[config.mk]
export PLATFORM = sky130hd
export DESIGN_NAME = cpuCore
export DESIGN_NICKNAME = d
export VERILOG_FILES = /design/src/verilog/cpuPkg.sv /design/src/verilog/accessPort.sv /design/src/verilog/controlUnit.sv /design/src/verilog/cpuCore.sv /design/src/verilog/memoryArbiter.sv /design/src/verilog/registerFile.sv /design/src/verilog/wordMemory.sv
export VERILOG_INCLUDE_DIRS = /design/src /design/src/verilog
export SDC_FILE = /design/constraint.sdc
export NUM_CORES = 2
export LEC_CHECK = 0
export ABC_AREA = 1
export BUFFER_PORTS_ARGS = -buffer_cell sky130_fd_sc_hd__clkbuf_2
export CAP_MARGIN = 20
export CORE_MARGIN = 5
export CORE_UTILIZATION = 55
export CTS_CLUSTER_DIAMETER = 120
export DETAILED_ROUTE_END_ITERATION = 8
export PLACE_DENSITY_LB_ADDON = 0.3
export SKIP_CTS_REPAIR_TIMING = 1
export SLEW_MARGIN = 10
export SYNTH_ARGS = -nofsm -noshare
export SYNTH_HDL_FRONTEND = slang
export SYNTH_SLANG_ARGS = --single-unit
[constraint.sdc]
create_clock -name clk -period 37.3 [get_ports clk]
set_input_delay 7.46 -clock clk [delete_from_list [all_inputs] [get_ports clk]]
set_output_delay 7.46 -clock clk [all_outputs]
set_load 0.01 [all_outputs]
[src/verilog/cpu_defines.svh]
`ifndef CPU_DEFINES_SVH
`define CPU_DEFINES_SVH

// Word and address widths
`define CPU_DATA_WIDTH 8
`define CPU_ADDR_WIDTH 8

// Full address space of words
`define CPU_MEM_DEPTH 256

`define CPU_PC_RESET 0  // Programs start at word zero

`endif

[src/verilog/cpuPkg.sv]
`include "cpu_defines.svh"

package cpuPkg;

	typedef logic [`CPU_DATA_WIDTH-1:0] dataT;
	typedef logic [`CPU_ADDR_WIDTH-1:0] addrT;

	// Opcodes are one memory word
	typedef enum logic [7:0] {
		HALT    = 8'h00,
		RSTAC   = 8'h01,
		INCAC   = 8'h02,
		INCADDR = 8'h03,
		LDADDR  = 8'h04,
		LDAC    = 8'h05,
		STAC    = 8'h06,
		ADD     = 8'h07,
		JMP     = 8'h08,
		JMPZ    = 8'h09
	} opcodeT;

	typedef enum logic [7:0] {
		ST_IDLE,
		ST_FETCH,
		ST_DECODE,
		ST_LDADDR,
		ST_LDAC,
		ST_STAC,
		ST_JMP
	} stateT;

	typedef enum logic [1:0] {
		REQ_NONE,
		REQ_HOST,
		REQ_DATA,
		REQ_FETCH
	} requesterT;

	typedef enum logic {SEL_PC, SEL_ADDR} dataAddrSelT;
	typedef enum logic {AC_FROM_MEM, AC_FROM_SUM} acSourceT;

endpackage

[src/verilog/accessPort.sv]
`timescale 1ns/1ps

module accessPort #(
	parameter type payloadT = cpuPkg::dataT
) (
	input  logic         clk,
	input  logic         reset,
	input  logic         req,
	input  cpuPkg::addrT address,
	input  logic         grantAck,
	input  cpuPkg::dataT readData,
	output logic         memReq,
	output cpuPkg::addrT memAddr,
	output logic         acq,
	output payloadT      payload
);

	logic    masked;
	payloadT heldPayload;

	assign memReq  = req && !masked;
	assign memAddr = address;
	assign acq     = grantAck;
	assign payload = grantAck ? payloadT'(readData) : heldPayload;  // Valid with acq

	// Blocks a second transaction while the level is still up
	always_ff @(posedge clk) begin
		if (reset)
			masked <= 1'b0;
		else if (grantAck)
			masked <= 1'b1;
		else if (!req)
			masked <= 1'b0;
	end

	always_ff @(posedge clk) begin
		if (grantAck)
			heldPayload <= payloadT'(readData);
	end

	assert property (@(posedge clk) disable iff (reset) grantAck |-> memReq);

endmodule

[src/verilog/controlUnit.sv]
`timescale 1ns/1ps

module controlUnit (
	input  logic                clk,
	input  logic                reset,
	input  logic                start,
	input  cpuPkg::opcodeT      instruction,
	input  cpuPkg::dataT        memWord,
	input  logic                acZero,
	input  logic                fetchAck,
	input  logic                dataAck,
	output logic                busy,
	output logic                fetchReq,
	output logic                dataRead,
	output logic                dataWrite,
	output cpuPkg::dataAddrSelT dataAddrSel,
	output logic                acWrite,
	output cpuPkg::acSourceT    acSource,
	output logic                acInc,
	output logic                acReset,
	output logic                addrWrite,
	output logic                addrInc,
	output logic                pcWrite,
	output logic                pcInc
);
	import cpuPkg::*;

	stateT state;
	stateT nextState;

	assign busy = (state != ST_IDLE);

	always_ff @(posedge clk) begin
		if (reset)
			state <= ST_IDLE;
		else
			state <= nextState;
	end

	always_comb begin
		nextState   = state;
		fetchReq    = 1'b0;
		dataRead    = 1'b0;
		dataWrite   = 1'b0;
		dataAddrSel = SEL_PC;
		acWrite     = 1'b0;
		acSource    = AC_FROM_MEM;
		acInc       = 1'b0;
		acReset     = 1'b0;
		addrWrite   = 1'b0;
		addrInc     = 1'b0;
		pcWrite     = 1'b0;
		pcInc       = 1'b0;
		case (state)
			ST_IDLE: begin
				if (start)
					nextState = ST_FETCH;
			end
			ST_FETCH: begin
				fetchReq = 1'b1;
				if (fetchAck) begin
					pcInc     = 1'b1;
					nextState = ST_DECODE;
				end
			end
			// Opcode is held by the fetch port here
			ST_DECODE: begin
				nextState = ST_FETCH;
				case (instruction)
					HALT:    nextState = ST_IDLE;
					RSTAC:   acReset = 1'b1;
					INCAC:   acInc = 1'b1;
					INCADDR: addrInc = 1'b1;
					ADD: begin
						acWrite  = 1'b1;
						acSource = AC_FROM_SUM;
					end
					LDADDR:  nextState = ST_LDADDR;
					LDAC:    nextState = ST_LDAC;
					STAC:    nextState = ST_STAC;
					JMP:     nextState = ST_JMP;
					JMPZ: begin
						if (acZero)
							nextState = ST_JMP;
						else
							pcInc = 1'b1;  // Skip the target word
					end
					default: nextState = ST_FETCH;
				endcase
			end
			ST_LDADDR: begin
				dataRead = 1'b1;
				if (dataAck) begin
					addrWrite = 1'b1;
					pcInc     = 1'b1;  // Past the operand
					nextState = ST_FETCH;
				end
			end
			ST_LDAC: begin
				dataRead    = 1'b1;
				dataAddrSel = SEL_ADDR;
				if (dataAck) begin
					acWrite   = 1'b1;
					nextState = ST_FETCH;
				end
			end
			ST_STAC: begin
				dataWrite   = 1'b1;
				dataAddrSel = SEL_ADDR;
				if (dataAck)
					nextState = ST_FETCH;
			end
			ST_JMP: begin
				dataRead = 1'b1;
				if (dataAck) begin
					pcWrite   = 1'b1;
					nextState = ST_FETCH;
				end
			end
			default: nextState = ST_IDLE;
		endcase
	end

	assert property (@(posedge clk) disable iff (reset) !(dataRead && dataWrite));

	// Operand words come from memory the host has loaded
	assert property (@(posedge clk) disable iff (reset)
		(dataRead && dataAck) |-> !$isunknown(memWord));

endmodule

[src/verilog/cpuCore.sv]
`timescale 1ns/1ps

module cpuCore (
	input  logic         clk,
	input  logic         reset,
	input  logic         start,
	input  logic         hostRead,
	input  logic         hostWrite,
	input  cpuPkg::addrT hostAddr,
	input  cpuPkg::dataT hostWriteData,
	output logic         busy,
	output cpuPkg::dataT hostReadData,
	output logic         hostAck
);
	import cpuPkg::*;

	logic        fetchReq;
	logic        dataRead;
	logic        dataWrite;
	dataAddrSelT dataAddrSel;
	logic        acWrite;
	acSourceT    acSource;
	logic        acInc;
	logic        acReset;
	logic        addrWrite;
	logic        addrInc;
	logic        pcWrite;
	logic        pcInc;
	logic        acZero;
	logic        fetchAck;
	logic        dataAck;
	logic        fetchMemReq;
	logic        dataMemReq;
	logic        fetchGrantAck;
	logic        dataGrantAck;
	logic        memEnable;
	logic        memWrite;
	opcodeT      instruction;
	dataT        memWord;
	dataT        ac;
	dataT        ackData;
	dataT        memWriteData;
	dataT        memReadData;
	addrT        pc;
	addrT        addr;
	addrT        fetchAddr;
	addrT        dataAddr;
	addrT        memAddr;

	controlUnit controlUnit_inst (
		.clk(clk), .reset(reset), .start(start), .instruction(instruction),
		.memWord(memWord), .acZero(acZero), .fetchAck(fetchAck), .dataAck(dataAck),
		.busy(busy), .fetchReq(fetchReq), .dataRead(dataRead), .dataWrite(dataWrite),
		.dataAddrSel(dataAddrSel), .acWrite(acWrite), .acSource(acSource), .acInc(acInc),
		.acReset(acReset), .addrWrite(addrWrite), .addrInc(addrInc), .pcWrite(pcWrite),
		.pcInc(pcInc)
	);

	registerFile registerFile_inst (
		.clk(clk), .reset(reset), .acWrite(acWrite), .acSource(acSource), .acInc(acInc),
		.acReset(acReset), .addrWrite(addrWrite), .addrInc(addrInc), .pcWrite(pcWrite),
		.pcInc(pcInc), .memWord(memWord), .pc(pc), .addr(addr), .ac(ac), .acZero(acZero)
	);

	accessPort #(.payloadT(opcodeT)) fetchPort (
		.clk(clk), .reset(reset), .req(fetchReq), .address(pc), .grantAck(fetchGrantAck),
		.readData(ackData), .memReq(fetchMemReq), .memAddr(fetchAddr), .acq(fetchAck),
		.payload(instruction)
	);

	// Operand words come from PC, LDAC and STAC use ADDR
	accessPort #(.payloadT(dataT)) dataPort (
		.clk(clk), .reset(reset), .req(dataRead || dataWrite),
		.address(dataAddrSel == SEL_ADDR ? addr : pc), .grantAck(dataGrantAck),
		.readData(ackData), .memReq(dataMemReq), .memAddr(dataAddr), .acq(dataAck),
		.payload(memWord)
	);

	memoryArbiter memoryArbiter_inst (
		.clk(clk), .reset(reset), .hostReq(hostRead || hostWrite), .hostWrite(hostWrite),
		.hostAddr(hostAddr), .hostWriteData(hostWriteData), .dataReq(dataMemReq),
		.dataWrite(dataWrite), .dataAddr(dataAddr), .dataWriteData(ac),
		.fetchReq(fetchMemReq), .fetchAddr(fetchAddr), .memReadData(memReadData),
		.hostAck(hostAck), .hostReadData(hostReadData), .dataAck(dataGrantAck),
		.fetchAck(fetchGrantAck), .ackData(ackData), .memEnable(memEnable),
		.memWrite(memWrite), .memAddr(memAddr), .memWriteData(memWriteData)
	);

	wordMemory wordMemory_inst (
		.clk(clk), .enable(memEnable), .write(memWrite), .address(memAddr),
		.writeData(memWriteData), .readData(memReadData)
	);

endmodule

[src/verilog/memoryArbiter.sv]
`timescale 1ns/1ps

module memoryArbiter (
	input  logic         clk,
	input  logic         reset,
	input  logic         hostReq,
	input  logic         hostWrite,
	input  cpuPkg::addrT hostAddr,
	input  cpuPkg::dataT hostWriteData,
	input  logic         dataReq,
	input  logic         dataWrite,
	input  cpuPkg::addrT dataAddr,
	input  cpuPkg::dataT dataWriteData,
	input  logic         fetchReq,
	input  cpuPkg::addrT fetchAddr,
	input  cpuPkg::dataT memReadData,
	output logic         hostAck,
	output cpuPkg::dataT hostReadData,
	output logic         dataAck,
	output logic         fetchAck,
	output cpuPkg::dataT ackData,
	output logic         memEnable,
	output logic         memWrite,
	output cpuPkg::addrT memAddr,
	output cpuPkg::dataT memWriteData
);
	import cpuPkg::*;

	requesterT owner;
	requesterT grant;

	// Fixed priority, only when idle
	always_comb begin
		grant = REQ_NONE;
		if (owner == REQ_NONE) begin
			if (hostReq)
				grant = REQ_HOST;
			else if (dataReq)
				grant = REQ_DATA;
			else if (fetchReq)
				grant = REQ_FETCH;
		end
	end

	always_comb begin
		memWrite     = 1'b0;
		memAddr      = fetchAddr;
		memWriteData = dataWriteData;
		case (grant)
			REQ_HOST: begin
				memWrite     = hostWrite;
				memAddr      = hostAddr;
				memWriteData = hostWriteData;
			end
			REQ_DATA: begin
				memWrite = dataWrite;
				memAddr  = dataAddr;
			end
			default: memWrite = 1'b0;
		endcase
	end

	assign memEnable = (grant != REQ_NONE);

	// Grant is none while owned, so ownership lasts one ack cycle
	always_ff @(posedge clk) begin
		if (reset)
			owner <= REQ_NONE;
		else
			owner <= grant;
	end

	assign hostAck      = (owner == REQ_HOST);
	assign dataAck      = (owner == REQ_DATA);
	assign fetchAck     = (owner == REQ_FETCH);
	assign hostReadData = hostAck ? memReadData : '0;
	assign ackData      = (dataAck || fetchAck) ? memReadData : '0;

	assert property (@(posedge clk) disable iff (reset)
		$onehot0({hostAck, dataAck, fetchAck}));

endmodule

[src/verilog/registerFile.sv]
`timescale 1ns/1ps
`include "cpu_defines.svh"

module registerFile (
	input  logic             clk,
	input  logic             reset,
	input  logic             acWrite,
	input  cpuPkg::acSourceT acSource,
	input  logic             acInc,
	input  logic             acReset,
	input  logic             addrWrite,
	input  logic             addrInc,
	input  logic             pcWrite,
	input  logic             pcInc,
	input  cpuPkg::dataT     memWord,
	output cpuPkg::addrT     pc,
	output cpuPkg::addrT     addr,
	output cpuPkg::dataT     ac,
	output logic             acZero
);
	import cpuPkg::*;

	dataT sum;

	assign sum    = ac + dataT'(addr);  // ADD uses ADDR as operand
	assign acZero = (ac == '0);

	always_ff @(posedge clk) begin
		if (reset) begin
			pc   <= addrT'(`CPU_PC_RESET);
			addr <= '0;
			ac   <= '0;
		end else begin
			if (pcWrite)
				pc <= addrT'(memWord);
			else if (pcInc)
				pc <= pc + 1'b1;

			if (addrWrite)
				addr <= addrT'(memWord);
			else if (addrInc)
				addr <= addr + 1'b1;

			if (acReset)
				ac <= '0;
			else if (acInc)
				ac <= ac + 1'b1;
			else if (acWrite)
				ac <= (acSource == AC_FROM_SUM) ? sum : memWord;
		end
	end

	// Controller gives each register one action per cycle
	assert property (@(posedge clk) disable iff (reset)
		$onehot0({acWrite, acInc, acReset}) && $onehot0({addrWrite, addrInc})
		&& $onehot0({pcWrite, pcInc}));

endmodule

[src/verilog/wordMemory.sv]
`timescale 1ns/1ps
`include "cpu_defines.svh"

module wordMemory (
	input  logic         clk,
	input  logic         enable,
	input  logic         write,
	input  cpuPkg::addrT address,
	input  cpuPkg::dataT writeData,
	output cpuPkg::dataT readData
);
	import cpuPkg::*;

	dataT mem [`CPU_MEM_DEPTH];

	always_ff @(posedge clk) begin
		if (enable) begin
			if (write)
				mem[address] <= writeData;
			else
				readData <= mem[address];  // Holds its value across writes
		end
	end

endmodule
* Word-level counts from Yosys, hierarchy flattened
Memories as Yosys holds them, arrays and structs flattened. A register that Yosys moved wholly into a read port is not among the register bits.
Index checks and enable logic that the tools add are counted.
** Storage, ports and cells
- Memory bits (writable) :: 2048
- Word-level logic and storage cells :: 114
- Output and inout bits :: 10
- Memories :: 1
- Bits in registers :: 52
- Bits of input ports :: 21
** Cells by class
- Reductions and logical operators :: 22
- Multiplexer cells :: 52
- Add/subtract/negate cells :: 4
- Equal/unequal tests :: 25
- Bitwise operators :: 1
** Memories
- wordMemory_inst.mem :: depth 256, width 8, read ports 1, clocked after memory_dff 1, wr ports 1, line wordMemory.sv:14 : dataT mem [`CPU_MEM_DEPTH];
** Operator list (count)
- 8-bit two-way mux :: 16
- 8-bit by 3-bit == test with 1-bit output (second input constant) :: 7
- 8-bit case mux with 6 select lines :: 1
- 8-bit by 2-bit == test with 1-bit output (second input constant) :: 4
- 8-bit case mux with 4 select lines :: 1
- 1-bit two-way mux :: 25
- 8-bit by 1-bit adder with 8-bit output (second input constant) :: 3
- 8-bit zero test :: 3
- 8-bit by 1-bit == test with 1-bit output (second input constant) :: 2
- 8-bit by 4-bit == test with 1-bit output (second input constant) :: 2
- 8-bit case mux with 2 select lines :: 1
- 8-bit adder :: 1
- 2-bit two-way mux :: 4
- 2-bit nonzero test :: 4
- 8-bit nonzero test :: 1
- 2-bit == test (second input constant) :: 3
- 2-bit inequality test (second input constant) :: 3
- 2-bit by 1-bit == test with 1-bit output (second input constant) :: 2
- 2-bit by 1-bit inequality test with 1-bit output (second input constant) :: 2
- 1-bit case mux with 2 select lines :: 2
- 2-bit OR reduction :: 2
- 4-bit OR reduction :: 1
- 1-bit logical OR :: 3
- 3-bit two-way mux :: 1
- 8 further kinds :: 10

* Logic depth before layout (Yosys ltp)
- Word-level depth :: 13
- Depth in mapped cells :: 30
- Mapped depth without buffers :: 26

* Hierarchy
A second synthesis with hierarchy kept.
** Second synthesis, totals
- Cell total of the unflattened synthesis :: 8583
- Area, all modules :: 88569.9 µm²
** Modules (own cells, without submodules)
- wordMemory :: sequential area each 61739.2 µm², area each 84835.1 µm², instances 1, cells an instance 7960
- registerFile :: sequential area each 480.5 µm², area each 1786.7 µm², instances 1, cells an instance 278
- accessPort :: sequential area each 180.2 µm², area each 372.9 µm², instances 2, cells an instance 48
- memoryArbiter :: sequential area each 40.0 µm², area each 633.1 µm², instances 1, cells an instance 139
- controlUnit :: sequential area each 60.1 µm², area each 451.7 µm², instances 1, cells an instance 82
- cpuCore :: sequential area each 0.0 µm², area each 117.6 µm², instances 1, cells an instance 28

* Worst setup path before layout
Ideal clock, no wire load.
- Path type :: input-to-reg
- Start :: input port hostWrite
- End :: memory wordMemory_inst.mem[0][5] in the netlist's numbering, data pin
- Setup slack :: 16.695 ns
- Data required time :: 35.113 ns
- Path buffers :: 3
- Stages :: 7
- Arrival time :: 18.419 ns
- Setup time :: 2.187 ns
- Path through :: nor2_1 > nand3_1 > ha_1 > clkbuf_1 > clkbuf_1 > clkbuf_1 > o21ai_0
** On the way
- Longest elaborated chain between the ends :: 5
** Ends and longest elaborated chain
- from (decl) :: line cpuCore.sv:8 : input logic hostWrite,
- 1-bit logical OR :: line cpuCore.sv:80 : .clk(clk), .reset(reset), .hostReq(hostRead || hostWrite), .hostWrite(hostWrite),
- 2-bit two-way mux :: line memoryArbiter.sv:36 : if (hostReq)
- 2-bit two-way mux :: line memoryArbiter.sv:35 : if (owner == REQ_NONE) begin
- 2-bit by 1-bit == test with 1-bit output :: line memoryArbiter.sv:49 : case (grant)
- 8-bit two-way mux :: line memoryArbiter.sv:49
- via memWriteData[5] :: line cpuCore.sv:42 : dataT memWriteData;
- to (decl) :: line wordMemory.sv:14
The timed path passes the listed nets, and every way through them passes these cells.

* Worst setup path in the final report
- Start :: input port hostWrite
- End :: register wordMemory_inst.readData[7], read port of wordMemory_inst.mem, data pin
** On the way
- Longest elaborated chain between the ends :: 7
- Elaborated cells between the ends (all ways) :: 10
- Those cells by class :: eq/ne: 2; mux: 4; bitwise: 1; reduce/logical: 3
** Ends and longest elaborated chain
- 1-bit logical OR (*) :: line cpuCore.sv:80
- 2-bit two-way mux (*) :: line memoryArbiter.sv:36
- 2-bit two-way mux (*) :: line memoryArbiter.sv:35
- via memoryArbiter_inst.grant[0] :: line memoryArbiter.sv:30 : requesterT grant;
- 2-bit == test or 2-bit by 1-bit == test with 1-bit output (tied branches) :: line memoryArbiter.sv:49
- 1-bit case mux with 2 select lines :: line memoryArbiter.sv:49
- 1-bit NOT (no line)
- 2-bit AND reduction (no line)
- to (decl) :: line wordMemory.sv:10 : output cpuPkg::dataT readData
Mark *: on every way through the listed nets, which the timed path passes. The rest lies on a longest branch.
A chain may end at the register's enable or synchronous reset.

==> run summary <==
status -> complete, no violations
P_int -> 4.23 mW
vias in the first global route -> 59700
CTS root buf -> clkbuf_16
Setup crit end kind -> flip-flop
Worst slew margin -> 0.180
Clk pwr share -> 0.321
largest net degree at the start of global routing -> 184
WP data required -> 38.00 ns
final worst path period need -> 13.17 ns
multiplexer share of the synthesized area -> 0.000125
hold_ws -> 0.465 ns
DRC errors left -> 0
cell mode on critical path -> nand2_1
Synth Area in Compound Gates -> 0.0146
Hold Path Origin -> fetchPort.masked$_SDFFE_PP0P_
WL per Instance -> 21.7 um
initial antenna violation count -> 7
Cell Area, Synth -> 90200 um^2
main combinational cell family by area after synthesis -> simple AND/OR/NAND/NOR gates
Port Buffer Count -> 30
placed cell count -> 10800
Chip Height -> 415 um
Synth cell types -> 47
Crit Path Max Fanout -> 149
syn_nets -> 9047
Seq/Total Area, Yosys -> 0.695
RSZ-0062 raised after global routing -> false
Worst path slowest cell -> buf_4
Sw Pwr -> 2.09 mW
warnings from Yosys -> 0
Reg clk slew, reported paths -> 0.06 ns
cts bufs inserted -> 205
Core Area -> 163000 um^2
XOR/XNOR Fraction of Synth Area -> 0.00126
Peak Freq -> 75.9 MHz
drt total wl -> 243 mm
Final Cycle Share -> 0.353
CTS tree -> done
total die area -> 172000 um^2
TritonRoute pass-1 iters -> 8
Worst path top cell family by delay -> buffers and inverters
clk sink count -> 2103
Synth Area in Adders -> 0.00216
Initial Util -> 0.554
number of placed I/O pins -> 31
CTS Buffer Depth -> 3
setup violators final -> 0
row cnt -> 148
worst path cell trace -> clkbuf_2, nor2_1, a21oi_1, inv_1, ha_1, nand2_2, nand2_1, nand2_4, inv_8, buf_4, buf_4, nand2_1, nand2_1, nand2_1, nand2_1, o21ai_1, nand2_1, nor2_1, nor2_1, nor2_1, nand2_1
total number of H-tree levels -> 4
number of synthesized flops with an enable pin -> 2056
# fillers -> 13200
vias per cell -> 5.63
proportion of layout cells with a drive suffix above 1 -> 0.0522
GP Congestion -> 0.907
worst vdd ir -> 0.0000609 V
Post-synth ARST share -> 0
Final Non-Filler Cells -> 11200
HPWL Detailed -> 133 mm
Pwr Total -> 6.33 mW
max-slew violations -> 0
worst-margin pin slew -> 1.23 ns
CP bufs+invs -> 5
Total GRT Usage -> 0.276
P&R area growth vs syn -> 9.10%
Max-Cap Viols -> 0
simple-gate area share of the yosys netlist -> 0.257
Logic pwr share -> 0.242
Clock Skews -> 0.0375 ns
Seq pwr share -> 0.437
worst hold-check path type -> flip-flop to flip-flop
#FFs+latches synth -> 2103
syn_area_per_cell -> 10.0 um^2
Die Width -> 415 um
Final Hold Viols -> 0
critical path startpoint category -> primary input
Worst R2R Start -> controlUnit_inst.state[2]$_SDFFE_PP0P_
via count -> 63200
ANT nets after route -> 0
Crit. Startpoint -> hostWrite
Nets -> 8894
setup_tns -> 0 ns
WP data arrival -> 13.87 ns
clock latency on the worst-skew pair -> 0.84 ns
Static Leak -> 40.0 nW
Pwr Density -> 64.3 nW/um^2
Sw Ratio -> 0.331
WS Path Type -> primary input to flip-flop
first-pass GRT wire length -> 365 mm
Starting DRT DRC Count -> 8445
gr ovfl total -> 0
CP peak stage delay -> 0.90 ns
post-synthesis cell count -> 9011
Synth Flop Type -> edfxtp_1
## worst min-delay path: stages, from the launching register on
cell     delay [ns]
dfxtp_1        0.31
nand2_1        0.06
a21oi_1        0.05
## sequential cells by signal, indices dropped and copies added, names as in the netlist
register,cells
fetchPort.masked,1
wordMemory_inst.mem,2048
registerFile_inst.ac,8
registerFile_inst.pc,8
dataPort.heldPayload,8
controlUnit_inst.state,3
memoryArbiter_inst.owner,2
wordMemory_inst.readData,8
dataPort.masked,1
fetchPort.heldPayload,8
registerFile_inst.addr,8
## power by group through the flow
stage	sequential, mW	combinational [mW]	clock (mW)
4_1_cts	2.76	1.51	2.04
3_3_place_gp	2.81	1.48	0
5_1_grt	2.76	1.68	2.14
2_1_floorplan	2.89	0.999	0
6_report	2.76	1.53	2.03
3_5_place_dp	2.81	1.50	0
## per-stage QoR
step           setup WS (ns)  utilization  area [um^2]
2_1_floorplan          16.69            -        90200
3_3_place_gp           23.41        0.563        91700
3_5_place_dp           23.43        0.563        91800
4_1_cts                24.29        0.603        98300
5_1_grt                24.02        0.604        98400
6_report               24.13        0.604        98400
## final timing paths
path | endpoint | slack (ns) | cells after the start
max | wordMemory_inst.readData[7]$_DFFE_PP_ | 24.13 | 21
min | fetchPort.masked$_SDFFE_PP0P_ | 0.47 | 2
max reg2reg | wordMemory_inst.readData[7]$_DFFE_PP_ | 29.67 | 24
min reg2reg | fetchPort.masked$_SDFFE_PP0P_ | 0.47 | 2
## cells in the final DEF (no fill, tap or decap), types with 47 or more instances in the layout
| master | n |
|---|---|
| nand2_1 | 5331 |
| edfxtp_1 | 2056 |
| nor2_1 | 399 |
| nand3_1 | 250 |
| clkbuf_16 | 209 |
| o21ai_1 | 128 |
| inv_1 | 94 |
| buf_4 | 76 |
| o21ai_0 | 51 |
| dfxtp_1 | 47 |
## synth_stat cells (2+ instances only)
library cell,n,share of area
nand2_1,5334,0.22
edfxtp_1,2056,0.68
nor2_1,401,0.017
buf_2,302,0.017
nand3_1,250,0.014
o21ai_1,128,0.0071
clkbuf_1,123,0.0051
inv_1,94,0.0039
o21ai_0,58,0.0032
dfxtp_1,47,0.010
buf_1,30,0.0012
a21oi_1,28,0.0016
buf_4,17,0.0014
ha_1,14,0.0019
nand4_1,13,0.00090
nor3_1,13,0.00072
a31oi_1,12,0.00083
inv_2,12,0.00050
nand2_2,11,0.00076
or2_2,8,0.00055
buf_6,7,0.00087
xor2_1,7,0.00068
a22oi_1,6,0.00050
nor2_2,6,0.00042
xnor2_1,6,0.00058
a22oi_2,2,0.00028
nand3_2,2,0.00022
nand3b_1,2,0.00017
nor2_4,2,0.00025
o211ai_1,2,0.00017
o22ai_1,2,0.00014
## area by class of cell
cell class | instances | area [um^2] | area share
inverter | 106 | 405 | 0.00412
timing repair buffer | 120 | 1010 | 0.0102
tap | 2175 | 2720 | 0.0277
antenna | 14 | 35.0 | 0.000356
multi-input combinational | 6322 | 25000 | 0.254
clock buffer | 258 | 5450 | 0.0554
clock inverter | 120 | 1070 | 0.0109
sequential | 2103 | 62700 | 0.637
## kinds of logic after synthesis
| family | after synthesis |
|---|---|
| simple gates | 6046 |
| flops | 2103 |
| buf+inv | 586 |
| compound gates | 247 |
| fa+ha+maj | 15 |
| xor+xnor | 13 |
| mux | 1 |
## per-layer routing
metal  track usage  vias to the layer above  wire [um]
met5             0                        -          7
met2         0.423                     3411     110000
met3        0.0583                      550      25500
met4         0.120                        2      10600
met1         0.385                    30000      96500
li1              -                    29100          -
(Power assumes the default switching activity.)
